`config.mk`:
```
export PLATFORM = sky130hd
export DESIGN_NAME = bit_packer
export DESIGN_NICKNAME = d
export VERILOG_FILES = /design/src/rtl/huff_pkg.sv /design/src/rtl/bit_packer.sv
export SDC_FILE = /design/constraint.sdc
export NUM_CORES = 1
export LEC_CHECK = 0
export ABC_AREA = 1
export BUFFER_PORTS_ARGS = -buffer_cell sky130_fd_sc_hd__buf_2
export CAP_MARGIN = 40
export CORE_MARGIN = 2
export CORE_UTILIZATION = 40
export DETAILED_ROUTE_END_ITERATION = 7
export HOLD_SLACK_MARGIN = 0.03
export PLACE_DENSITY = 0.77
export SYNTH_ARGS = -nofsm -noshare
export SYNTH_HDL_FRONTEND = slang
export SYNTH_SLANG_ARGS = --single-unit
```
`constraint.sdc`:
```
create_clock -name clock -period 3.2 [get_ports clock]
set_clock_uncertainty 0.2 [all_clocks]
set_input_delay 0.64 -clock clock [delete_from_list [all_inputs] [get_ports clock]]
set_output_delay 0.64 -clock clock [all_outputs]
set_load 0.01 [all_outputs]
```
`src/rtl/huff_pkg.sv`:
```
package huff_pkg;

    //////////////////////////////
    // widths
    localparam int index_bits      = 6;
    localparam int coeff_bits      = 16;
    localparam int code_bits       = 16;
    localparam int category_bits   = 4;
    localparam int stored_len_bits = 4;
    localparam int symbol_bits     = 8;
    localparam int out_len_bits    = 6;
    localparam int out_data_bits   = 32;

    typedef logic [index_bits-1:0]        index_t;
    typedef logic signed [coeff_bits-1:0] coeff_t;
    // codes and coded values sit in the low bits, first bit at bit 0
    typedef logic [code_bits-1:0]         code_t;
    typedef logic [category_bits-1:0]     category_t;
    // code length minus one, a code is never empty
    typedef logic [stored_len_bits-1:0]   stored_len_t;
    // run in the high nibble, size in the low nibble
    typedef logic [symbol_bits-1:0]       symbol_t;
    typedef logic [out_len_bits-1:0]      out_len_t;
    typedef logic [out_data_bits-1:0]     out_data_t;

    // one table word as held in block ram
    typedef struct packed {
        stored_len_t len;
        code_t       code;
    } rom_entry_t;

    //////////////////////////////
    // block and table limits
    localparam index_t    last_index      = 6'd63;
    localparam index_t    zrl_run         = 6'd16;
    localparam category_t dc_max_category = 4'd11;
    localparam category_t max_ac_category = 4'd4;

    // special ac symbols
    localparam symbol_t zrl_symbol = 8'hf0;
    localparam symbol_t eob_symbol = 8'h00;

endpackage

```
`src/rtl/bit_packer.sv`:
```
module bit_packer import huff_pkg::*; (
    input  logic        clock,
    input  logic        nreset,
    input  logic        start,
    input  logic        pack_write,
    input  logic        pack_is_dc,
    input  code_t       pack_value,
    input  category_t   pack_category,
    input  logic        pack_last,
    input  code_t       dc_code,
    input  stored_len_t dc_len,
    input  code_t       ac_code,
    input  stored_len_t ac_len,
    output logic        output_wren,
    output out_data_t   output_data,
    output out_len_t    output_length,
    output logic        busy
);

    code_t    code;
    out_len_t code_len;

    always_comb begin
        if (pack_is_dc) begin
            code     = dc_code;
            code_len = out_len_t'(dc_len) + 1'b1;
        end else begin
            code     = ac_code;
            code_len = out_len_t'(ac_len) + 1'b1;
        end
    end

    // code first, coded value right above it
    assign output_data   = out_data_t'(code) | (out_data_t'(pack_value) << code_len);
    assign output_length = code_len + out_len_t'(pack_category);
    assign output_wren   = pack_write;

    always_ff @(posedge clock) begin
        if (nreset) begin
            busy <= 1'b0;
        end else if (pack_write && pack_last) begin
            busy <= 1'b0;
        end else if (start) begin
            busy <= 1'b1;
        end
    end

endmodule

```
* Yosys cells after proc, flatten, opt, wreduce, memory -nomap -nowiden *
Index checks and enable logic that the tools add are counted.

storage, ports and cells
  output and inout bits = 40
  bits in registers = 1
  word-level logic and storage cells = 10

cells by class
  muxes and demuxes = 2
  reductions and logical operators = 2
  bitwise gates (word level) = 1
  shift operators = 1
  add/subtract/negate cells = 3

operators by type and width
  cell                                          number
  bitwise OR 16 x 32 -> 32 bit                  1
  << shifter 16 x 6 -> 32 bit                   1
  2-to-1 mux 16 bit                             1
  adder 4 x 1 -> 5 bit (second input constant)  2
  adder 6 x 4 -> 6 bit                          1
  2-to-1 mux 5 bit                              1
  OR reduction 2 bit                            1
  logical AND 1 bit                             1

* Depth between registers and ports, before layout *
  word-level depth = 4
  mapped depth = 15
  mapped depth without buffers = 13

* Least setup slack after synthesis *
Ideal clock, no wire load.

  path type = input to output
  from = input port pack_is_dc
  to = output port output_length[4]
  path slack = -0.108 ns
  cell stages on the path = 14
  arrival = 2.468 ns
  path buffers = 2
  path through = inv_2 -> nand2_4 -> nand2_4 -> buf_6 -> ha_1 -> inv_1 -> nand3_1 -> nand2_4 -> inv_2 -> buf_6 -> ha_1 -> a21o_1 -> a21oi_1 -> xnor2_1

between the ends
  cells in the longest elaborated chain, start to end = 2

ends and longest elaborated chain
  element               line              RTL
  from (decl)           bit_packer.sv:6   input logic pack_is_dc,
  2-to-1 mux 5 bit      bit_packer.sv:24  if (pack_is_dc) begin
  adder 6 x 4 -> 6 bit  bit_packer.sv:35  assign output_length = code_len + out_len_t'(pack_category);
  to (decl)             bit_packer.sv:16  output out_len_t output_length,

Every way passes these cells.

* Final worst setup path *
Same ends and word-level chain as after synthesis.

==> results_dict.tcl <==
set metrics [dict create \
    outcome "complete, no violations" \
    grt_max_degree 22 \
    max_slew_margin_pct 74.6 \
    cp_cell_sequence "buf_4 > buf_4 > nand2_1 > nand2_2 > ha_1 > fa_2 > a21o_1 > a21oi_2 > xnor2_1 > buf_2" \
    synth_top_family_by_area "simple AND/OR/NAND/NOR gates" \
    gp_congestion 0.977 \
    vias 2557 \
    final_layout_size_suffix_gt1_share_pct 36.9 \
    grt_pass1_vias 2376 \
    critPathMaxStageDelay_ns 0.35 \
    setup_viol 0 \
    wl_per_cell_um 12.9 \
    dp_hpwl_mm 5.18 \
    irDropWorstVdd_uv 154 \
    antenna_found_initial 0 \
    clk_pin_slew_ns 0 \
    crit_path_top_delay_cell "fa_2" \
    yosysUniqueCellTypes 33 \
    r2r_setup_slack_ns 2.41 \
    yosys.area_share.simple_pct 71.9 \
    num_antenna_cells 0 \
    ioPinCount 106 \
    syn_to_final_growth_pct 36.8 \
    ant_nets 0 \
    critPathLaunchType "input pin" \
    overflow 0 \
    track_usage_pct 24.0 \
    ys_seq_elements 1 \
    p_leak_nw 1.44 \
    die-height_um 71.4 \
    rsz0062_at_grt "no" \
    largest_reg_flops 1 \
    drc 0 \
    cts_setup_buffers 0 \
    synth_edf_count 0 \
    yosysTopAreaCell "nand3_1" \
    syn_avg_cell_area_sq_um 5.51 \
    crit_top_cell "buf_4" \
    routed_wirelength_mm 6.30 \
    fmax_ghz 0.323 \
    arrival_ns 2.26 \
    nets 511 \
    maxCapViolCount 0 \
    layout_commonest_cell "nand2_1" \
    grt_pass1_wl_mm 10.3 \
    synth_area_sq_um 1820 \
    worstSetupPathType "in -> out" \
    hold_violations 0 \
    stdcell_area_sq_um 2490 \
    core_sq_um 4350 \
    top_regs "busy (1)" \
    yosys_warnings 0 \
    synth_seq_area_share_pct 1.10 \
    clock_latency_ns 0 \
    synth_fa_ha_area_share_pct 5.23 \
    yosys.area_share.xor_xnor_pct 1.44 \
    fin_crit_sh_pct 96.8 \
    multi_input_area_sq_um 1620 \
    max_slew.worst_pin.slew_ns 0.381 \
    synthCells 330 \
    die_area_sq_um 5100 \
    num_rows 24 \
    whs_ns 0.285 \
    io_buffers 105 \
    initialDrtViolationCount 162 \
    synthTopCellsByArea "nand3_1, nand2_1, buf_6, mux2i_1, nand2_4" \
    syn_nets 403 \
    period_needed_ns 3.10 \
    drv_slew 0 \
    crit_required_ns 2.36 \
    synth_compound_area_share_pct 3.65 \
    end_kind "output port" \
    synth_top_cell_area_share_pct 29.7 \
    largest_register "busy" \
    start_util_pct 41.8 \
    synth.area.mux_share_pct 4.40 \
    powerDensity_nw_per_um2 269 \
    worstPathMaxFanout 5 \
    placed_cell_area_sq_um 2430 \
    viasPerCell 5.24 \
    nFillCells 461 \
    synthFlopType "dfxtp_1" \
    async_flop_share_pct 0 \
    final_cell_mix "nand2_1, nand3_1, buf_2, buf_4, nor2_1" \
    seq_area_sq_um 20.0 \
    holdCritPathClass "reg -> reg" \
    fp.dieW_um 71.4 \
    drtPass1Iterations 5 \
]
worst max-delay path, delay by kind of cell:
family                   cells  cell delay, ns
AO/OA/AOI/OAI                2            0.30
buffers and inverters        3            0.45
adder cells (fa/ha/maj)      2            0.56
XOR/XNOR                     1            0.12
AND/OR/NAND/NOR              2            0.17
area by class of cell:
cell class	count	share of cell area [%]
repair buffers	124	28.6
inverters	17	2.87
flip-flops and latches	1	0.804
multi-input cells	294	65.2
well taps	52	2.61
synth_stat cells, types with 4 or more instances:
| cell type | number |
|---|---|
| clkbuf_1 | 4 |
| inv_1 | 12 |
| nand3_2 | 6 |
| nor2_1 | 13 |
| nand2_2 | 4 |
| ha_1 | 6 |
| buf_6 | 9 |
| buf_4 | 4 |
| inv_2 | 4 |
| nand3_1 | 108 |
| mux2i_1 | 8 |
| nand2_4 | 7 |
| nand2_1 | 117 |
metrics by stage:
stage                     setup TNS (ns)  cells  util [%]  worst slack, ns  power (mW)
after floorplan                  -0.0147    330         -          -0.0147       0.447
after global placement            -0.124    487      55.9          -0.0328       0.644
after detailed placement          -0.181    487      55.9          -0.0384       0.650
after CTS                              0    487      56.4           0.0244       0.658
after global routing                   0    488      57.2          0.00265       0.743
final                                  0    488      57.2            0.102       0.669
timing repair:
item	CTS	global route
pin swaps	0	1
hold buffers	0	0
hold endpoints to repair	0	0
cloned	0	1
resized for setup	3	9
endpoints found under the setup margin	7	18
where the power goes:
part / internal (mW) / switching (mW) / total (mW) / leakage (nW)
clock network: 0 / 0 / 0 / 0
logic: 0.266 / 0.389 / 0.655 / 1.43
registers: 0.0136 / 0.000320 / 0.0139 / 0.00832
worst paths after layout:
kind	depth (start not counted)	to	startpoint
setup reg to reg	2	busy$_SDFFE_PP0P_	busy$_SDFFE_PP0P_
hold / removal	2	busy$_SDFFE_PP0P_	busy$_SDFFE_PP0P_
hold reg to reg	2	busy$_SDFFE_PP0P_	busy$_SDFFE_PP0P_
setup / recovery	10	output_length[4]	pack_is_dc
cell families after synthesis:
| kind of cell | count (synthesis) |
|---|---|
| flops | 1 |
| simple gates | 264 |
| buf+inv | 36 |
| mux | 8 |
| compound gates | 11 |
| xor+xnor | 3 |
| fa+ha+maj | 7 |
per-layer routing:
layer | up-vias | GRT usage [%] | share of wire [%]
li1 | 1328 | - | -
met1 | 1099 | 30.8 | 41
met2 | 120 | 45.2 | 50
met3 | 10 | 0.703 | 7.3
met4 | 0 | 4.19 | 2.2
met5 | - | 0 | 0
Note: power is estimated with default switching activity, not from simulation.
