--- src/rtl/huff_pkg.sv ---
package huff_pkg;

    //////////////////////////////
    // widths
    localparam int index_bits      = 6;
    localparam int coeff_bits      = 16;
    localparam int code_bits       = 16;
    localparam int category_bits   = 4;
    localparam int stored_len_bits = 4;
    localparam int symbol_bits     = 8;
    localparam int out_len_bits    = 6;
    localparam int out_data_bits   = 32;

    typedef logic [index_bits-1:0]        index_t;
    typedef logic signed [coeff_bits-1:0] coeff_t;
    // codes and coded values sit in the low bits, first bit at bit 0
    typedef logic [code_bits-1:0]         code_t;
    typedef logic [category_bits-1:0]     category_t;
    // code length minus one, a code is never empty
    typedef logic [stored_len_bits-1:0]   stored_len_t;
    // run in the high nibble, size in the low nibble
    typedef logic [symbol_bits-1:0]       symbol_t;
    typedef logic [out_len_bits-1:0]      out_len_t;
    typedef logic [out_data_bits-1:0]     out_data_t;

    // one table word as held in block ram
    typedef struct packed {
        stored_len_t len;
        code_t       code;
    } rom_entry_t;

    //////////////////////////////
    // block and table limits
    localparam index_t    last_index      = 6'd63;
    localparam index_t    zrl_run         = 6'd16;
    localparam category_t dc_max_category = 4'd11;
    localparam category_t max_ac_category = 4'd4;

    // special ac symbols
    localparam symbol_t zrl_symbol = 8'hf0;
    localparam symbol_t eob_symbol = 8'h00;

endpackage

--- src/rtl/run_length_stage.sv ---
module run_length_stage import huff_pkg::*; (
    input  logic      clock,
    input  logic      nreset,
    input  logic      item_valid,
    input  index_t    item_index,
    input  code_t     coded_value,
    input  category_t category,
    output logic      rollback,
    output index_t    zero_run,
    output category_t dc_category,
    output symbol_t   ac_symbol,
    output logic      pack_write,
    output logic      pack_is_dc,
    output code_t     pack_value,
    output category_t pack_category,
    output logic      pack_last
);

    logic is_dc;
    logic is_last;
    logic nonzero;

    assign is_dc   = (item_index == '0);
    assign is_last = (item_index == last_index);
    assign nonzero = (category != '0);

    // a nonzero value after 16 or more zeros sends zrl now and refetches the rest
    assign rollback = item_valid && !is_dc && nonzero && (zero_run >= zrl_run);

    assign dc_category = category;

    always_comb begin
        if (rollback) begin
            ac_symbol = zrl_symbol;
        end else if (is_last && !nonzero) begin
            ac_symbol = eob_symbol;
        end else begin
            ac_symbol = {zero_run[3:0], category};
        end
    end

    //////////////////////////////
    // zero run
    always_ff @(posedge clock) begin
        if (nreset) begin
            zero_run <= '0;
        end else if (item_valid) begin
            if (rollback || is_dc || nonzero) begin
                zero_run <= '0;
            end else begin
                zero_run <= zero_run + 1'b1;
            end
        end
    end

    //////////////////////////////
    // towards the packer, in step with the rom
    always_ff @(posedge clock) begin
        if (nreset) begin
            pack_write <= 1'b0;
            pack_last  <= 1'b0;
        end else begin
            // dc, any nonzero (zrl included) or eob at the last index
            pack_write <= item_valid && (is_dc || nonzero || is_last);
            pack_last  <= item_valid && is_last && !rollback;
        end
    end

    always_ff @(posedge clock) begin
        pack_is_dc    <= is_dc;
        // zrl carries no value bits
        pack_value    <= rollback ? '0 : coded_value;
        pack_category <= rollback ? '0 : category;
    end

    // the coefficient stage drops the two items behind a rollback
    a_rollback_flush: assert property (@(posedge clock) disable iff (nreset)
        rollback |=> !item_valid ##1 !item_valid);

endmodule

--- config.mk ---
export PLATFORM = sky130hd
export DESIGN_NAME = run_length_stage
export DESIGN_NICKNAME = d
export VERILOG_FILES = /design/src/rtl/huff_pkg.sv /design/src/rtl/run_length_stage.sv
export SDC_FILE = /design/constraint.sdc
export NUM_CORES = 1
export LEC_CHECK = 0
export ABC_AREA = 1
export BUFFER_PORTS_ARGS = -buffer_cell sky130_fd_sc_hd__clkbuf_2
export CORE_ASPECT_RATIO = 0.9
export CORE_UTILIZATION = 42
export CTS_CLUSTER_DIAMETER = 150
export DETAILED_ROUTE_END_ITERATION = 10
export PLACE_DENSITY = 0.78
export SLEW_MARGIN = 20
export SYNTH_ARGS = -nofsm -noshare
export SYNTH_HDL_FRONTEND = slang
export SYNTH_SLANG_ARGS = --single-unit
export TNS_END_PERCENT = 1
--- constraint.sdc ---
create_clock -name clock -period 1.28 [get_ports clock]
set_input_delay 0.192 -clock clock [delete_from_list [all_inputs] [get_ports clock]]
set_output_delay 0.192 -clock clock [all_outputs]
set_load 0.1 [all_outputs]
Yosys cells after proc, flatten, opt, wreduce, memory -nomap -nowiden

Cells that the tools add are included.

Flip-flop bits (word level): 29
Logic and storage cells: 28
Output and inout bits: 42
Bits of input ports: 29

Order comparisons: 1
Reduce and logical (&&, ||, !) cells: 16
Mux-type cells: 3
Equal/unequal tests: 1
Add/subtract/negate cells: 1

Operators by type and width:

| kind                | count |
|---|---|
| $mux 8              | 2 |
| $logic_and 1x1->1   | 7 |
| $add 6x1->6 const B | 1 |
| $eq 6x6->1 const B  | 1 |
| $ge 6x5->1 const B  | 1 |
| $logic_not 6->1     | 1 |
| $mux 6              | 1 |
| $logic_or 1x1->1    | 4 |
| $reduce_bool 4->1   | 1 |
| $logic_not 1->1     | 3 |

Depth between registers and ports, before layout

Gate-level depths: netlist (run 1).

Depth in word-level cells: 8
Mapped depth: 8
Gate-level depth less buffers: 7

Worst setup path before layout (run 1)

Ideal clock, no wire load.

Path type: reg-to-output
Start: register zero_run[4]
End: output ac_symbol[0]
Data required time: 1.088 ns
Cell stages (with the launch flop): 7
Arrival: 2.180 ns
Path buffers: 1
Path slack: -1.092 ns
Cells stage by stage: dfxtp_1 > nor2_1 > nor2_4 > nand3_4 > inv_6 > buf_12 > nor2_2

Word-level cells in the longest chain between the ends: 3

RTL lines:

| item                   | line                   | source |
|---|---|---|
| start, declared        | run_length_stage.sv:9  | `output index_t zero_run,` |
| start signal, assigned | run_length_stage.sv:51 | `zero_run <= zero_run + 1'b1;` |
| $ge 6x5->1             | run_length_stage.sv:28 | `assign rollback = item_valid && !is_dc && nonzero && (zero_run >= zrl_run);` |
| $logic_and 1x1->1      | run_length_stage.sv:28 |  |
| net rollback           | run_length_stage.sv:8  | `output logic rollback,` |
| $mux 8                 | run_length_stage.sv:33 | `if (rollback) begin` |
| end, declared          | run_length_stage.sv:11 | `output symbol_t ac_symbol,` |

The timed path passes the listed nets, and every way through them passes these cells.

Final worst setup path (run 1)

Start: register zero_run[5]
End: output ac_symbol[4]

Word-level cells in the longest chain between the ends: 3

RTL lines:

| item              | line |
|---|---|
| $ge 6x5->1        | run_length_stage.sv:28 |
| $logic_and 1x1->1 | run_length_stage.sv:28 |
| $mux 8            | run_length_stage.sv:33 |

Every way passes these cells.

==> flow_summary.ini, run 1 <==
[synthesis]
netlist_top_cells_area = dfxtp_1 (49%), nor2_2 (10%), inv_1 (6.7%)
synth_seq_cells = 29
ys_warn_count = 0
syn_avg_cell_area_um2 = 8.61
synth_top_area_share_pct = 49.2
synth_cell_types = 21
syn_nets = 167
synthCells = 137
yosys.area.top_type = dfxtp_1
synthesis.area_mm2 = 0.00118
synth_seq_area_share_pct = 49.2

[setup_path]
path_buf_inv = 2
critPathKind = flip-flop to output port
crit_chain = nor2_4 -> nor2_4 -> nand3_4 -> buf_12 -> nand2_4 -> buf_12
timing.rr.end = pack_value[15]
arrival_ps = 1330
rrSetupSlack_ps = 40
cp_top_family = flip-flops
r2r_start = zero_run[5]
cp.required_ps = 1090
cp_slowest_cell = dfxtp_4
endpoint_kind = output port
cp-start-kind = flip-flop
r2r_cells = 8
critPathMaxStageDelay_ps = 360
critPathMaxFanout = 4

[global_route]
overflow = 0
grt_max_degree = 15
track_usage_pct = 20.1
antenna_found_initial = 0
first_global_vias = 1027
grt_pass1_wl_um = 4380

[route]
drt_iter0_drc = 26
vias = 1108
drc_errors = 7
drtAntennaViolNets = 0
viasPerCell = 4.47
first_pass_iters = 7
finalWirelength_um = 2760
wire_per_inst_um = 11.1

[floorplanning]
die_w_um = 57.9
rows = 17
dieArea_mm2 = 0.00303
core_mm2 = 0.00255
start_util_pct = 46.2
ioPinCount = 71
die_h_um = 52.3

[clock_network]
cts_buffer_depth = 2
h-tree-depth = 2
cts_tree = yes
clk_pin_slew_worst_paths_ps = 80
clk_latency_ps = 320
ctsHoldBuffers = 0
root_buffer = clkbuf_4
cts_buffers = 5
clock_sinks = 29

[run]
drv_cap = 0

[cells_and_area]
syn2layout_area_growth_pct = 72.9
antennaDiodeCount = 0
layout_common_cells = buf_4 (37), clkbuf_2 (28), dfxtp_1 (23), inv_1 (21)
final_cells = 248
fill_cells = 175
final_common_cell = buf_4
drive_gt1_share_pct = 58.6
final_nets = 250
design_area_mm2 = 0.00204

[pwr]
powerDensity_mw_per_mm2 = 1060
ir_drop_v = 0.000844
p_leak_nw = 1.03
power_mw = 2.17

[timing]
hold_ws_ps = 68.0
fin_ws_ps = -241
fin_crit_sh_pct = 119
max_slew_margin_pct = 81.3
final.setup_skew_ps = 3.10
timing.fmax_mhz = 658
worst_pin_slew_ps = 283
rsz0062_at_grt = true
drv_slew = 0
setup_viol = 9
finalHoldViolations = 0
min_period_ps = 1520

[hold_path]
hold_start = coded_value[15]
worstHoldEndpoint = pack_value[15]
min_path_type = input port to flip-flop
hold_depth = 3

[placement]
post-place-ws_ps = -85.8
place_inst = 240
placed_area_mm2 = 0.00195
dp_hpwl_um = 2130
portBuffers = 70
gp_congestion = 0.780

[status]
failed_checks = DRC, setup timing
status = finished, violations left
## cell usage after synthesis
cell      n
buf_4     4
nand3_4   1
buf_12    2
mux2i_1   1
ha_1      1
buf_6     1
inv_2     3
nand2_2   1
inv_1    21
nand4_1   4
nand3_1   1
inv_4     1
nand2_1  21
nor2_2   19
xor2_1    2
inv_6     1
xnor2_1   2
dfxtp_1  29
nand3_2   1
nor2_1   19
nor2_4    2
## per-layer routing
metal  vias up  track usage (%)  share of wire (%)
met2        41             37.4                 55
li1        560                -                  -
met3         5             5.43                6.0
met5         -                0                  0
met1       502             19.9                 38
met4         0             12.7                1.6
## repair_timing
item / in CTS / in global routing
resized for setup: 5 / 0
setup endpoints to repair: 9 / 10
pin swaps: 2 / 0
buffers inserted: 1 / 0
## worst register-to-register path: stages (launching register included)
cell and delay [ps]:
dfxtp_4 360, nor2_4 40, nor2_4 80, nand3_4 110, inv_8 130, buf_12 110, buf_4 110, buf_12 140
nor2_1 50
## how the worst max path moves through the flow
stage          slack [ps]      endpoint   startpoint  depth (start not counted)
2_1_floorplan        -410  ac_symbol[0]  zero_run[5]                          6
3_3_place_gp          -60  ac_symbol[0]  category[2]                          9
3_5_place_dp          -90  ac_symbol[5]  category[2]                          8
4_1_cts              -250  ac_symbol[5]  zero_run[5]                          6
5_1_grt              -310  ac_symbol[5]  zero_run[5]                          6
6_report             -240  ac_symbol[4]  zero_run[5]                          6
## through the flow
stage	TNS [ps]	util [%]
global placement	-326	76.6
finish	-1910	79.9
floorplan	-2590	-
detailed placement	-636	76.6
global route	-2550	79.9
CTS	-2060	79.9
## registers in the layout (all words and copies together), names as in the netlist
| register | count |
|---|---|
| zero_run | 6 |
| pack_value | 16 |
| pack_last | 1 |
| pack_is_dc | 1 |
| pack_category | 4 |
| pack_write | 1 |
## power by group
group / switching [mW] / total, mW / internal, mW
logic: 0.498 / 0.672 / 0.174
clock network: 0.287 / 0.546 / 0.259
registers: 0.0144 / 0.951 / 0.936
## cell type report
class	instances	area [um2]	share of cell area, %
Clock buffer	7	55.1	2.70
Inverter	26	108	5.28
Multi-Input combinational cell	75	470	23.1
Sequential cell	29	593	29.1
Tap cell	28	35.0	1.72
Timing Repair Buffer	83	778	38.2
## kinds of logic (layout without fill, tap and decap cells)
| kind of cell | count (synthesis) | count (layout) | synth area share [%] |
|---|---|---|---|
| xor gates and xnor gates | 4 | 4 | 2.97 |
| adders and majority gates | 1 | 1 | 1.06 |
| buffers and inverters | 33 | 116 | 15.8 |
| and+or+nand+nor | 69 | 69 | 30.1 |
| muxes | 1 | 1 | 0.848 |
| DFF | 29 | 29 | 49.2 |
Power figures use the tool's default switching activity.
==> run 2, diff against run 1 <==
Settings changed: SKIP_LAST_GASP set to 1.
==> run 2 against run 1 <==
Against the previous run: the run still ends with DRC, setup timing left; count of clock-buffer cells in the layout is the same; utilization unchanged; worst hold slack is essentially flat; clock power about the same; worst setup slack worse by 0.71 ps.
==> flow_summary.ini, run 2 (synthesis results as in run 1) <==
[global_route]
first_global_vias = 1031
antenna_found_initial = 0
grt_pass1_wl_um = 4380
grt_max_degree = 15
overflow = 0
track_usage_pct = 20.1

[run]
drv_cap = 0

[floorplanning]
ioPinCount = 71
dieArea_mm2 = 0.00303
core_mm2 = 0.00255
rows = 17
start_util_pct = 46.2
die_w_um = 57.9
die_h_um = 52.3

[cells_and_area]
fill_cells = 175
final_nets = 250
largest_reg_flops = 16
syn2layout_area_growth_pct = 72.9
antennaDiodeCount = 0
drive_gt1_share_pct = 58.6
top_register = pack_value
final_common_cell = buf_4
final_cells = 248
largestRegisters = pack_value: 16 flops, zero_run: 6 flops, pack_category: 4 flops
layout_common_cells = buf_4 (37), clkbuf_2 (28), dfxtp_1 (23), inv_1 (21)

[hold_path]
min_path_type = input port to flip-flop
hold_start = coded_value[15]
hold_depth = 3

[pwr]
powerDensity_mw_per_mm2 = 1060
p_leak_nw = 1.03
ir_drop_v = 0.000844
power_mw = 2.17

[timing]
fin_ws_ps = -242
worst_pin_slew_ps = 283
drv_slew = 0
timing.fmax_mhz = 657
final.setup_skew_ps = 3.10
fin_crit_sh_pct = 119
setup_viol = 9
max_slew_margin_pct = 81.3
min_period_ps = 1520
finalHoldViolations = 0
rsz0062_at_grt = true

[placement]
place_inst = 240
dp_hpwl_um = 2130
portBuffers = 70
gp_congestion = 0.780

[route]
drt_iter0_drc = 23
wire_per_inst_um = 11.1
finalWirelength_um = 2760
viasPerCell = 4.47
drc_errors = 7
first_pass_iters = 7
drtAntennaViolNets = 0
vias = 1108

[setup_path]
cp-start-kind = flip-flop
cp.depth = 6
cp_top_family = flip-flops
endpoint_kind = output port
critPathMaxStageDelay_ps = 360
startpoint = zero_run[5]
r2r_cells = 8
arrival_ps = 1330
critPathKind = flip-flop to output port
cp_slowest_cell = dfxtp_4
cp.required_ps = 1090
critPathMaxFanout = 4
path_buf_inv = 2
r2r_start = zero_run[5]
crit_chain = nor2_4 -> nor2_4 -> nand3_4 -> buf_12 -> nand2_4 -> buf_12

[clock_network]
clk_pin_slew_worst_paths_ps = 80
clock_sinks = 29
cts_buffers = 5
h-tree-depth = 2
cts_tree = yes
clk_latency_ps = 320
cts_buffer_depth = 2
root_buffer = clkbuf_4

[status]
status = finished, violations left
failed_checks = DRC, setup timing
-- run 2: cell counts in the layout (fill, tap and decap cells not counted) --
No cell type changed its count.
-- run 2: metrics by stage --
stage                     hold WS (ps)  TNS [ps]  instance area (um2)  utilization, %  setup WS (ps)
after global routing              43.2     -2570                 2040            79.9           -306
after floorplan                    304     -2590                 1240               -           -412
after detailed placement           402      -636                 1950            76.6          -85.8
after CTS                         58.0     -2100                 2040            79.9           -255
final                             68.0     -1940                 2040            79.9           -242
after global placement             392      -326                 1950            76.6          -57.6
-- run 2: cell type report --
cell class / instances / area (um2) / share of cell area [%]
clock buffers: 7 / 55.1 / 2.70
inverters: 26 / 108 / 5.28
multi-input cells: 75 / 470 / 23.1
flip-flops and latches: 29 / 593 / 29.1
well taps: 28 / 35.0 / 1.72
repair buffers: 83 / 778 / 38.2
-- run 2: power by group --
| part | internal (mW) | switching [mW] | total [mW] |
|---|---|---|---|
| registers | 0.936 | 0.0144 | 0.951 |
| clock network | 0.259 | 0.287 | 0.546 |
| logic | 0.174 | 0.498 | 0.671 |
| total | 1.37 | 0.800 | 2.17 |
-- run 2: metal layers --
metal / wire length, um / vias up / track usage, %
li1: - / 560 / -
met1: 1040 / 502 / 19.9
met2: 1510 / 41 / 37.4
met3: 166 / 5 / 5.43
met4: 44 / 0 / 12.7
met5: 0 / - / 0
-- run 2: worst paths after layout --
kind	to	slack [ps]
worst min register to register	zero_run[1]	580
worst min-delay path	pack_value[15]	70
worst max register to register	pack_value[15]	40
worst max-delay path	ac_symbol[4]	-240
-- run 2: worst register-to-register path: stages, from the launching register on --
cell and delay, ps:
dfxtp_4 360, nor2_4 40, nor2_4 80, nand3_4 110
inv_8 130, buf_12 110, buf_4 110, buf_12 140
nor2_1 50
-- run 2: timing repair --
action	CTS	global route
hold buffers	0	0
setup buffers	1	0
resized for setup	5	0
pin swaps	0	0
endpoints found under the setup margin	9	10
