$ cat config.mk
export PLATFORM = sky130hd
export DESIGN_NAME = coefficient_stage
export DESIGN_NICKNAME = d
export VERILOG_FILES = /design/src/rtl/huff_pkg.sv /design/src/rtl/coefficient_stage.sv
export SDC_FILE = /design/constraint.sdc
export NUM_CORES = 1
export LEC_CHECK = 0
export ABC_CLOCK_PERIOD_IN_PS = 4840
export BUFFER_PORTS_ARGS = -buffer_cell sky130_fd_sc_hd__buf_2
export CORE_MARGIN = 8
export CORE_UTILIZATION = 30
export CTS_CLUSTER_DIAMETER = 150
export CTS_CLUSTER_SIZE = 28
export DETAILED_ROUTE_END_ITERATION = 10
export GPL_ROUTABILITY_DRIVEN = 0
export PLACE_DENSITY_LB_ADDON = 0.15
export SYNTH_ARGS = -nofsm -noshare
export SYNTH_HDL_FRONTEND = slang
export SYNTH_SLANG_ARGS = --single-unit
$ cat constraint.sdc
create_clock -name clock -period 4.84 [get_ports clock]
set_clock_uncertainty 0.05 [all_clocks]
set_input_delay 0.726 -clock clock [delete_from_list [all_inputs] [get_ports clock]]
set_output_delay 0.726 -clock clock [all_outputs]
set_load 0.02 [all_outputs]
$ cat src/rtl/huff_pkg.sv
package huff_pkg;

    //////////////////////////////
    // widths
    localparam int index_bits      = 6;
    localparam int coeff_bits      = 16;
    localparam int code_bits       = 16;
    localparam int category_bits   = 4;
    localparam int stored_len_bits = 4;
    localparam int symbol_bits     = 8;
    localparam int out_len_bits    = 6;
    localparam int out_data_bits   = 32;

    typedef logic [index_bits-1:0]        index_t;
    typedef logic signed [coeff_bits-1:0] coeff_t;
    // codes and coded values sit in the low bits, first bit at bit 0
    typedef logic [code_bits-1:0]         code_t;
    typedef logic [category_bits-1:0]     category_t;
    // code length minus one, a code is never empty
    typedef logic [stored_len_bits-1:0]   stored_len_t;
    // run in the high nibble, size in the low nibble
    typedef logic [symbol_bits-1:0]       symbol_t;
    typedef logic [out_len_bits-1:0]      out_len_t;
    typedef logic [out_data_bits-1:0]     out_data_t;

    // one table word as held in block ram
    typedef struct packed {
        stored_len_t len;
        code_t       code;
    } rom_entry_t;

    //////////////////////////////
    // block and table limits
    localparam index_t    last_index      = 6'd63;
    localparam index_t    zrl_run         = 6'd16;
    localparam category_t dc_max_category = 4'd11;
    localparam category_t max_ac_category = 4'd4;

    // special ac symbols
    localparam symbol_t zrl_symbol = 8'hf0;
    localparam symbol_t eob_symbol = 8'h00;

endpackage

$ cat src/rtl/coefficient_stage.sv
module coefficient_stage import huff_pkg::*; (
    input  logic      clock,
    input  logic      nreset,
    input  logic      start,
    input  coeff_t    src_data_in,
    input  logic      rollback,
    input  index_t    zero_run,
    output index_t    fetch_addr,
    output logic      item_valid,
    output index_t    item_index,
    output code_t     coded_value,
    output category_t category
);

    index_t    fetch_index;
    logic      fetch_active;
    index_t    data_index;
    logic      data_valid;
    coeff_t    dc_prev;
    coeff_t    diff;
    coeff_t    magnitude;
    code_t     raw_value;
    category_t diff_category;
    code_t     diff_code;

    //////////////////////////////
    // fetch
    always_ff @(posedge clock) begin
        if (nreset) begin
            fetch_index  <= '0;
            fetch_active <= 1'b0;
        end else if (rollback) begin
            // resume right after the sixteen zeros that the zrl symbol covers
            fetch_index  <= item_index - (zero_run - zrl_run);
            fetch_active <= 1'b1;
        end else if (fetch_active) begin
            fetch_index <= fetch_index + 1'b1;
            if (fetch_index == last_index) begin
                fetch_active <= 1'b0;
            end
        end else if (start) begin
            fetch_active <= 1'b1;
        end
    end

    assign fetch_addr = fetch_index;

    //////////////////////////////
    // memory word arrives, code it
    always_ff @(posedge clock) begin
        if (nreset) begin
            data_valid <= 1'b0;
            item_valid <= 1'b0;
            dc_prev    <= '0;
        end else begin
            // a rollback kills both items still in flight
            data_valid <= fetch_active && !rollback;
            item_valid <= data_valid && !rollback;
            if (data_valid && !rollback && data_index == '0) begin
                dc_prev <= src_data_in;
            end
        end
    end

    always_comb begin
        // dc is sent as the difference to the previous block
        diff = (data_index == '0) ? src_data_in - dc_prev : src_data_in;
        magnitude = (diff < 0) ? -diff : diff;
        diff_category = '0;
        for (int b = 0; b < coeff_bits - 1; b++) begin
            if (magnitude[b]) begin
                diff_category = category_t'(b + 1);
            end
        end
        // negatives go out as value minus one
        raw_value = (diff < 0) ? code_t'(diff - 1'b1) : code_t'(diff);
        diff_code = raw_value & ~(code_t'('1) << diff_category);
    end

    always_ff @(posedge clock) begin
        data_index  <= fetch_index;
        item_index  <= data_index;
        coded_value <= diff_code;
        category    <= diff_category;
    end

    // both code tables end early, the ac one at category 4
    a_category_in_table: assert property (@(posedge clock) disable iff (nreset)
        item_valid |->
            category <= ((item_index == '0) ? dc_max_category : max_ac_category));

endmodule

* Yosys cells after proc, flatten, opt, wreduce, memory -nomap -nowiden
Cells that the tools add are included.
** Cells by class
- Bitwise operators :: 2
- Add/sub/neg operators :: 6
- Eq/ne operators :: 1
- Magnitude comparators :: 1
- Muxes and demuxes :: 24
- Shifts and indexed selects :: 1
- Reduce and logical (&&, ||, !) cells :: 6
** Operators with widths (number)
- $mux 4 :: 14
- $mux 16 :: 2
- $and 16x16->16 :: 1
- $lt 16x1->1 const B :: 1
- $not 16->16 :: 1
- $shl 16x4->16 const A :: 1
- $sub 16x1->16 const B :: 1
- $sub 16x16->16 :: 1
- $mux 15 :: 1
- $neg 15->15 :: 1
- $mux 6 :: 2
- $add 6x1->6 const B :: 1
- $eq 6x6->1 const B :: 1
- $logic_not 6->1 :: 1
- $sub 6x5->6 const B :: 1
- $sub 6x6->6 :: 1
- $mux 1 :: 5
- $logic_and 1x1->1 :: 3
- $reduce_bool 2->1 :: 1
- $logic_not 1->1 :: 1
** Storage, ports and cells
- Input bits :: 26
- Register bits after elaboration :: 57
- Word-level logic and storage cells :: 50
- Output and inout port bits :: 33

* Logic depth before layout (Yosys ltp)
Gate-level depths: netlist (run 1).
- Word-level depth :: 22
- Gate-level depth with buffers :: 21
- Mapped depth without buffers :: 18

* Least setup slack after synthesis (run 1)
OpenSTA, ideal clock, no wires.
- Path type :: input -> register
- From :: input port src_data_in[0]
- To :: register coded_value[2]
- Setup time :: 0.120 ns
- Stages :: 18
- Buffers on the path :: 1
- Path slack :: 0.493 ns
- Data required time :: 4.670 ns
- Arrival :: 4.178 ns
- Cell sequence :: inv_1 ha_1 inv_1 fa_1 mux2i_1 ha_1 inv_1 a211o_1 or3_4 nor3_2 and4_1 buf_6 nand4b_2 o21ai_2 o22ai_4 nor3_4 inv_2 o31a_1
** On the way
- Elaborated cells between the ends (all ways) :: 25
- Those cells by class :: add/sub (3); order compare (1); shift (1); mux (18); bitwise (2)
** RTL lines
- from (decl) :: line coefficient_stage.sv:5 : input coeff_t src_data_in,
- $sub 16x16->16 :: line coefficient_stage.sv:67 : diff = (data_index == '0) ? src_data_in - dc_prev : src_data_in;
- $mux 16 (*) :: line coefficient_stage.sv:67
- $neg 15->15 or $lt 16x1->1 (tied branches) :: line coefficient_stage.sv:68 : magnitude = (diff < 0) ? -diff : diff;
- $mux 15 (*) :: line coefficient_stage.sv:68
- $mux 4 (12 in a row) :: line coefficient_stage.sv:71 : if (magnitude[b]) begin
- $mux 4 (*) :: line coefficient_stage.sv:71
- via diff_category[3] :: line coefficient_stage.sv:23 : category_t diff_category;
- $shl 16x4->16 (*) :: line coefficient_stage.sv:77 : diff_code = raw_value & ~(code_t'('1) << diff_category);
- $not 16->16 (*) :: line coefficient_stage.sv:77
- $and 16x16->16 (*) :: line coefficient_stage.sv:77
- via diff_code[2] :: line coefficient_stage.sv:24 : code_t diff_code;
- to (signal assigned) :: line coefficient_stage.sv:83 : coded_value <= diff_code;
- to (decl) :: line coefficient_stage.sv:11 : output code_t coded_value,
Mark *: on every way through the listed nets, which the timed path passes. The rest lies on a longest branch.
A chain may end at the register's enable or synchronous reset.

* Worst setup path in the final report (run 1)
- From :: input port src_data_in[0]
- To :: register coded_value[8]
The elaborated chain is that of the path after synthesis.

==> results of run 1 <==
==> kinds of logic after synthesis <==
| logic type | share of synthesized area [%] |
|---|---|
| AND/OR/NAND/NOR | 26.3 |
| AO/OA/AOI/OAI | 25.9 |
| buffers and inverters | 6.22 |
| flip-flops | 25.5 |
| XOR/XNOR | 6.16 |
| adder cells (fa/ha/maj) | 8.30 |
| multiplexers | 1.62 |
| other | 0.0851 |
==> layout make-up <==
cell class / instances / share of cell area (%)
multi-input cells: 458 / 60.1
repair buffers: 72 / 7.89
well taps: 184 / 4.57
flip-flops and latches: 56 / 22.2
clock inverters: 3 / 0.546
inverters: 29 / 2.16
clock buffers: 5 / 2.48
==> critical path, cell delays in order <==
cell and delay, ns:
buf_2 0.11, inv_1 0.08, ha_1 0.19, inv_1 0.06
fa_1 0.45, mux2i_1 0.22, ha_2 0.27, inv_1 0.11
a211o_1 0.35, or3_4 0.38, nor3_2 0.24, and4_2 0.34
nor4_1 0.08, a31o_2 0.26, o22ai_4 0.23, a21o_1 0.19
nor2_1 0.10, a211oi_1 0.26
==> metrics by stage <==
step                      area [µm²]  util [%]  hold slack [ns]  power, mW
after floorplan                 4400         -            0.294       1.19
after global placement          4870      33.7            0.307       1.42
after detailed placement        4870      33.7            0.307       1.42
after CTS                       5020      34.8            0.319       1.83
after global routing            5040      34.9            0.322       1.94
final                           5040      34.9            0.317       1.81
==> cell usage after synthesis, drive strengths merged (3+ instances only) <==
cell	count	share of area [%]
nor3	22	3.0
or4	6	1.1
clkbuf	11	0.94
a21boi	6	1.1
o21ai	25	3.0
a21o	6	1.0
dfxtp	56	25
o2111ai	5	0.99
a31oi	4	0.57
o22ai	5	1.0
o211ai	7	1.3
nor4	5	0.99
a211oi	14	2.5
nor3b	4	0.68
mux2i	6	1.4
nand2	73	6.3
a31o	3	0.60
and3	12	1.7
or2	4	0.57
or3	10	1.5
xor2	11	2.2
xnor2	20	4.0
nor2	52	4.7
o31ai	5	1.4
ha	26	7.4
buf	19	2.8
and2	3	0.43
o31a	4	0.80
a21oi	52	6.0
nand3	18	2.2
o21a	7	1.2
inv	29	2.5
nand4	8	1.1
o211a	3	0.68
==> worst paths after layout <==
check	to	slack, ns
setup / recovery	coded_value[8]	0.35
hold / removal	item_index[4]	0.32
setup reg to reg	coded_value[8]	0.37
hold reg to reg	item_index[4]	0.32
==> report_power, final <==
part	internal, mW	leakage (nW)	switching (mW)
sequential	0.533	0.462	0.0324
clock	0.197	0.0719	0.197
combinational	0.317	1.44	0.534
total	1.05	1.97	0.764
==> flip-flops by register name, indices dropped and copies added (netlist names) <==
signal and flops:
item_index 6, data_valid 1, item_valid 1, data_index 6, fetch_active 1, coded_value 15
category 4, fetch_addr 6, dc_prev 16
==> per-layer routing <==
layer  wire length [µm]  GRT usage, %  vias to the layer above
li1                   -             -                     2175
met1               5940          17.2                     1975
met2               5860          22.4                       75
met3                524          2.83                       17
met4                180          3.92                        0
met5                  0             0                        -
==> flow_metrics.py, run 1 <==
metrics = {
    "placement": {
        "hpwl_mm": 9.91,
        "place_inst": 799,
        "io_buffers": 57,
        "preCtsSetupSlack_ns": -0.00927,
    },
    "sta": {
        "rsz0062_at_grt": "no",
        "drv_slew": 0,
        "tightest_slew_ns": 0.694,
        "setup-violations-final": 0,
        "fmax_mhz": 223,
        "fin_crit_ns": 4.49,
        "postLayoutSetupSlackWorst_ns": 0.347,
        "fin_crit_sh_pct": 92.8,
        "hold_violations": 0,
        "max_slew_margin_pct": 53.6,
        "tns_ns": 0,
    },
    "cells_and_area": {
        "diodes": 0,
        "fill_cells": 1565,
        "layout_common_cells": "nand2_1 (72), buf_2 (57), dfxtp_1 (56)",
        "finalNonFillerCells": 807,
        "multiInputGateArea_um2": 3030,
        "final_common_cell": "nand2_1",
        "syn2layout_area_growth_pct": 14.5,
        "register_area_um2": 1120,
        "drive_gt1_share_pct": 18.6,
        "final_nets": 676,
    },
    "clock_tree": {
        "cts_tree": "done",
        "clock_path_buffers": 2,
        "clkLatencyLatePin_ns": 0.31,
        "cts_max_level": 2,
        "path_clk_slew_ns": 0.09,
        "cts-root-buf": "clkbuf_16",
        "cts_resized": 0,
        "cts_made_buffers": 5,
        "cts_hold_buffers": 0,
        "postCtsSetupBuffers": 0,
        "cts.sinks": 56,
    },
    "worst_setup_path": {
        "worst_r2r_path_depth": 16,
        "path_max_fanout": 6,
        "critical_path_arrival_ns": 4.67,
        "crit_type": "in -> reg",
        "crit_path_end_kind": "flip-flop",
        "critPathLaunch": "src_data_in[0]",
        "startpoint_type": "input pin",
        "reg2reg_from": "data_index[1]",
        "worstPathRequired_ns": 5.02,
    },
    "floorplan": {
        "die_w_um": 137,
        "core_um2": 14400,
        "start_util_pct": 30.5,
        "dieArea_um2": 18800,
        "die_y_um": 137,
        "rows": 44,
        "ios": 59,
    },
    "yosys": {
        "async_flop_share_pct": 0,
        "synthesis.area_um2": 4400,
        "ys.flop_type": "dfxtp_1",
        "synth_edf_count": 0,
        "ys_types": 83,
        "syn_inst": 573,
        "ys_seq_area_share_pct": 25.5,
        "syn_area_per_cell_um2": 7.69,
        "yosysWarnings": 0,
        "syn-num-nets": 627,
        "ys_seq_elements": 56,
    },
    "global_route": {
        "first_global_vias": 4117,
        "grt.overflow.total": 0,
        "grt_pass1_wl_mm": 20.6,
        "grt_max_degree": 32,
        "grt_usage_pct": 13.5,
        "antenna_found_initial": 0,
    },
    "drt": {
        "antenna_left": 0,
        "first_pass_iters": 5,
        "drt_iter0_markers": 177,
        "vias": 4242,
        "drt_wl_total_mm": 12.5,
        "viasPerCell": 5.26,
        "post_drt_wl_per_cell_um": 15.5,
        "post-route-drc-count": 0,
    },
    "power": {
        "powerDensity_nw_per_um2": 359,
        "vdd_drop_max_mv": 0.158,
        "p_leak_nw": 1.97,
    },
    "min_path": {
        "worstHoldStart": "data_index[4]",
        "whs_path_depth": 0,
        "hold_path_class": "reg -> reg",
    },
    "run": {
        "drv_cap": 0,
    },
    "status": {
        "status": "completed",
    },
}
No activity file was read; power rests on OpenSTA's default activity.
==> run 2: changes to the inputs <==
- BUFFER_PORTS_ARGS: -buffer_cell sky130_fd_sc_hd__buf_2 -> -buffer_cell sky130_fd_sc_hd__buf_4
==> flow_metrics.py, run 2 (synthesized netlist as in run 1, its figures left out) <==
metrics = {
    "status": {
        "status": "completed",
    },
    "clock_tree": {
        "path_clk_slew_ns": 0.08,
        "cts_resized": 0,
        "cts_max_level": 2,
        "cts.sinks": 56,
        "postCtsSetupBuffers": 0,
        "cts_hold_buffers": 0,
        "cts_tree": "done",
        "clock_path_buffers": 2,
        "cts_made_buffers": 5,
        "cts-root-buf": "clkbuf_16",
        "clkLatencyLatePin_ns": 0.31,
    },
    "global_route": {
        "grt.overflow.total": 0,
        "first_global_vias": 4079,
        "grt_usage_pct": 13.7,
        "antenna_found_initial": 0,
        "grt_pass1_wl_mm": 20.8,
        "grt_max_degree": 26,
    },
    "sta": {
        "fin_crit_ns": 4.43,
        "hold_violations": 0,
        "setup-violations-final": 0,
        "rsz0062_at_grt": "no",
        "fin_crit_sh_pct": 91.5,
        "fmax_mhz": 226,
        "tightest_slew_ns": 0.677,
        "finalHoldWorstSlack_ns": 0.318,
        "max_slew_margin_pct": 54.7,
        "postLayoutSetupSlackWorst_ns": 0.412,
        "drv_slew": 0,
        "tns_ns": 0,
    },
    "drt": {
        "first_pass_iters": 4,
        "post-route-drc-count": 0,
        "antenna_left": 0,
        "drt_wl_total_mm": 12.3,
        "vias": 4200,
        "viasPerCell": 5.19,
        "drt_iter0_markers": 254,
        "post_drt_wl_per_cell_um": 15.2,
    },
    "cells_and_area": {
        "syn2layout_area_growth_pct": 17.9,
        "largest_registers": "dc_prev: 16 flops, coded_value: 15 flops",
        "fill_cells": 1537,
        "finalNonFillerCells": 810,
        "fin_util_pct": 36.0,
        "drive_gt1_share_pct": 18.4,
        "layout_common_cells": "buf_4 (74), nand2_1 (72), dfxtp_1 (56)",
        "diodes": 0,
        "final_common_cell": "buf_4",
        "largest_reg_flops": 16,
        "final_nets": 679,
        "largest_register": "dc_prev",
        "final_cell_area_um2": 5190,
    },
    "power": {
        "p_total_mw": 1.83,
        "vdd_drop_max_mv": 0.235,
        "p_leak_nw": 2.03,
        "powerDensity_nw_per_um2": 352,
    },
    "floorplan": {
        "start_util_pct": 30.5,
        "rows": 44,
        "die_y_um": 137,
        "ios": 59,
        "die_w_um": 137,
        "core_um2": 14400,
        "dieArea_um2": 18800,
    },
    "worst_setup_path": {
        "crit_type": "in -> reg",
        "worstPathRequired_ns": 4.98,
        "path_max_fanout": 6,
        "startpoint_type": "input pin",
        "ff2ff_setup_slack_ns": 0.52,
        "crit_path_end_kind": "flip-flop",
        "reg2reg_to": "coded_value[4]",
        "worst_r2r_path_depth": 15,
        "reg2reg_from": "data_index[1]",
        "critical_path_arrival_ns": 4.57,
    },
    "placement": {
        "io_buffers": 57,
        "place_inst": 802,
        "preCtsSetupSlack_ns": 0.0637,
        "dpl_cell_area_um2": 5040,
        "hpwl_mm": 9.97,
    },
    "min_path": {
        "min_to": "item_index[4]",
        "whs_path_depth": 0,
        "worstHoldStart": "data_index[4]",
        "hold_path_class": "reg -> reg",
    },
    "run": {
        "drv_cap": 0,
    },
}
[run 2: how the worst max path moves through the flow]
stage,startpoint,to,slack [ns],depth (start not counted)
after CTS,src_data_in[0],coded_value[4],0.37,19
after floorplan,src_data_in[0],coded_value[2],0.49,18
after global placement,src_data_in[0],coded_value[4],0.20,18
final,src_data_in[0],coded_value[4],0.41,17
after detailed placement,src_data_in[0],coded_value[4],0.06,19
after global routing,src_data_in[0],coded_value[4],0.002,19
[run 2: worst max-delay path, cell delays in order]
cell and delay (ns):
buf_4 0.12, inv_1 0.06, ha_1 0.19, inv_1 0.06
fa_1 0.45, mux2i_1 0.26, ha_1 0.30, inv_1 0.12
a211o_1 0.26, or3_4 0.35, nor3_2 0.25, nand3_1 0.20
o41ai_1 0.39, xnor2_1 0.19, o211ai_1 0.20, a21oi_1 0.33
a211oi_1 0.12
[run 2: power breakdown]
part	total (mW)	internal [mW]	leakage (nW)	switching (mW)
Sequential	0.570	0.534	0.462	0.0360
Combinational	0.885	0.362	1.49	0.523
Clock	0.374	0.193	0.0702	0.181
[run 2: per-layer routing]
metal,GRT usage (%),wire length (µm),part of all wire (%)
met1,16.8,5680,46
met2,23.7,5970,48
met3,3.16,578,4.7
met4,3.26,128,1.0
met5,0,0,0
[run 2: cell type report]
cell class | instances | area [µm²] | share of cell area [%]
multi-input combinational | 458 | 3010 | 58.0
timing repair buffer | 75 | 576 | 11.1
clock inverter | 3 | 21.3 | 0.410
sequential | 56 | 1120 | 21.6
tap | 184 | 230 | 4.43
inverter | 29 | 109 | 2.10
clock buffer | 5 | 125 | 2.41
==> run 3: changes to the inputs <==
- ABC_CLOCK_PERIOD_IN_PS: 4840 -> 4600
- BUFFER_PORTS_ARGS: -buffer_cell sky130_fd_sc_hd__buf_4 -> -buffer_cell sky130_fd_sc_hd__buf_2
- CORE_UTILIZATION: 30 -> 43
- clock period: 4.84 -> 4.6 ns (I/O delays scaled with it)
==> flow_metrics.py, run 3 (synthesized netlist as in run 1, its figures left out) <==
metrics = {
    "cells_and_area": {
        "final_cell_area_um2": 4970,
        "largest_registers": "dc_prev: 16 flops, coded_value: 15 flops",
        "final_common_cell": "nand2_1",
        "fill_cells": 1069,
        "largest_reg_flops": 16,
        "final_nets": 679,
        "largest_register": "dc_prev",
        "finalNonFillerCells": 762,
        "drive_gt1_share_pct": 18.5,
        "syn2layout_area_growth_pct": 12.9,
        "layout_common_cells": "nand2_1 (72), buf_2 (57), dfxtp_1 (56)",
        "diodes": 0,
    },
    "worst_setup_path": {
        "ff2ff_setup_slack_ns": 0.35,
        "startpoint_type": "input pin",
        "worstPathRequired_ns": 4.76,
        "slowest_delay_ns": 0.45,
        "crit_path_end_kind": "flip-flop",
        "worstPathCellList": "buf_2 > inv_1 > ha_1 > inv_1 > fa_1 > mux2i_1 > ha_1 > inv_1 > a211o_1 > or3_4 > nor3_2 > and4_1 > nand4b_2 > o21ai_2 > or2_1 > nand3_1 > and3_1 > o31a_1",
        "critical-path-slowest-cell": "fa_1",
        "crit_type": "in -> reg",
        "cpMostUsedCell": "inv_1",
        "critical_path_arrival_ns": 4.46,
        "path_max_fanout": 6,
    },
    "clock_tree": {
        "cts_tree": "done",
        "cts.sinks": 56,
        "postCtsSetupBuffers": 0,
        "path_clk_slew_ns": 0.11,
        "cts_hold_buffers": 0,
        "cts_max_level": 2,
        "cts_made_buffers": 5,
        "clock_path_buffers": 2,
        "cts-root-buf": "clkbuf_8",
        "clkLatencyLatePin_ns": 0.32,
        "cts_resized": 0,
    },
    "floorplan": {
        "core_um2": 10100,
        "ios": 59,
        "start_util_pct": 43.4,
        "dieArea_um2": 13700,
        "die_y_um": 117,
        "rows": 37,
        "die_w_um": 117,
    },
    "sta": {
        "postLayoutSetupSlackWorst_ns": 0.307,
        "fin_crit_ns": 4.29,
        "fmax_mhz": 233,
        "tns_ns": 0,
        "rsz0062_at_grt": "no",
        "tightest_slew_ns": 0.683,
        "max_slew_margin_pct": 54.3,
        "setup-violations-final": 0,
        "hold_violations": 0,
        "drv_slew": 0,
        "fin_crit_sh_pct": 93.3,
    },
    "min_path": {
        "hold_path_class": "reg -> reg",
    },
    "power": {
        "seqPwrFrac_pct": 32.1,
        "p_total_mw": 1.85,
        "p_int_mw": 1.08,
        "p_sw_mw": 0.770,
        "p_comb_share_pct": 48.8,
        "vdd_drop_max_mv": 0.213,
        "sw_frac_of_total_pct": 41.7,
        "powerDensity_nw_per_um2": 371,
        "p_clk_share_pct": 19.1,
        "p_leak_nw": 1.98,
    },
    "placement": {
        "io_buffers": 57,
        "preCtsSetupSlack_ns": -0.00921,
        "place_inst": 754,
        "hpwl_mm": 9.09,
        "dpl_cell_area_um2": 4840,
    },
    "global_route": {
        "grt_max_degree": 31,
        "antenna_found_initial": 0,
        "grt_usage_pct": 17.5,
        "grt.overflow.total": 0,
        "first_global_vias": 4025,
        "grt_pass1_wl_mm": 19.4,
    },
    "drt": {
        "first_pass_iters": 5,
        "top_layer": "met4",
        "post_drt_wl_per_cell_um": 15.1,
        "post-route-drc-count": 0,
        "wl_met3_um": 738,
        "drt_wl_total_mm": 11.5,
        "vias": 4278,
        "viasPerCell": 5.61,
        "drt_iter0_markers": 229,
        "m1WireLength_mm": 5.12,
        "wl_met2_mm": 5.25,
        "antenna_left": 0,
    },
    "run": {
        "drv_cap": 0,
    },
    "status": {
        "status": "completed",
    },
}
## run 3: cell count changes in the layout (fill, tap and decap cells not counted), moves of 5 or more
| cell | delta |
|---|---|
| clkbuf_16 | -5 |
| buf_4 | -57 |
| buf_2 | +57 |
| clkbuf_8 | +5 |
## run 3: final cells by class
cell class	instances	area [µm²]	area share, %
clock buffer	5	68.8	1.38
tap	136	170	3.42
inverter	29	109	2.19
timing repair buffer	75	433	8.71
sequential	56	1120	22.6
multi-input combinational	458	3020	60.7
clock inverter	3	50.0	1.01
## run 3: path summary, 6_finish.rpt
path | from | endpoint | depth (start not counted)
max | src_data_in[0] | coded_value[2] | 18
min reg2reg | data_index[5] | item_index[5] | 0
max reg2reg | data_index[1] | coded_value[2] | 16
min | data_index[5] | item_index[5] | 0
## run 3: power groups by stage
stage,logic (mW),registers (mW),clock network (mW)
global route,0.991,0.605,0.392
global placement,0.889,0.605,0
finish,0.901,0.593,0.352
floorplan,0.564,0.688,0
detailed placement,0.895,0.605,0
CTS,0.898,0.594,0.364
## run 3: per-stage QoR
| stage | utilization, % | hold WS (ns) |
|---|---|---|
| 5_1_grt | 49.0 | 0.335 |
| 6_report | 49.0 | 0.319 |
| 3_3_place_gp | 47.8 | 0.306 |
| 4_1_cts | 48.9 | 0.320 |
| 2_1_floorplan | - | 0.294 |
| 3_5_place_dp | 47.8 | 0.309 |
## run 3: worst max-delay path, delay by kind of cell
family | cells | cell delay [ns]
AOI/OAI and AO/OA | 3 | 0.75
adders and majority gates | 3 | 0.84
buffers and inverters | 4 | 0.30
muxes | 1 | 0.23
and+or+nand+nor | 7 | 1.62
## run 3: metal layers
layer / vias to the layer above / track usage [%]
met4: 0 / 7.76
met3: 23 / 2.98
met1: 1934 / 22.8
met2: 143 / 27.6
met5: - / 0
li1: 2178 / -
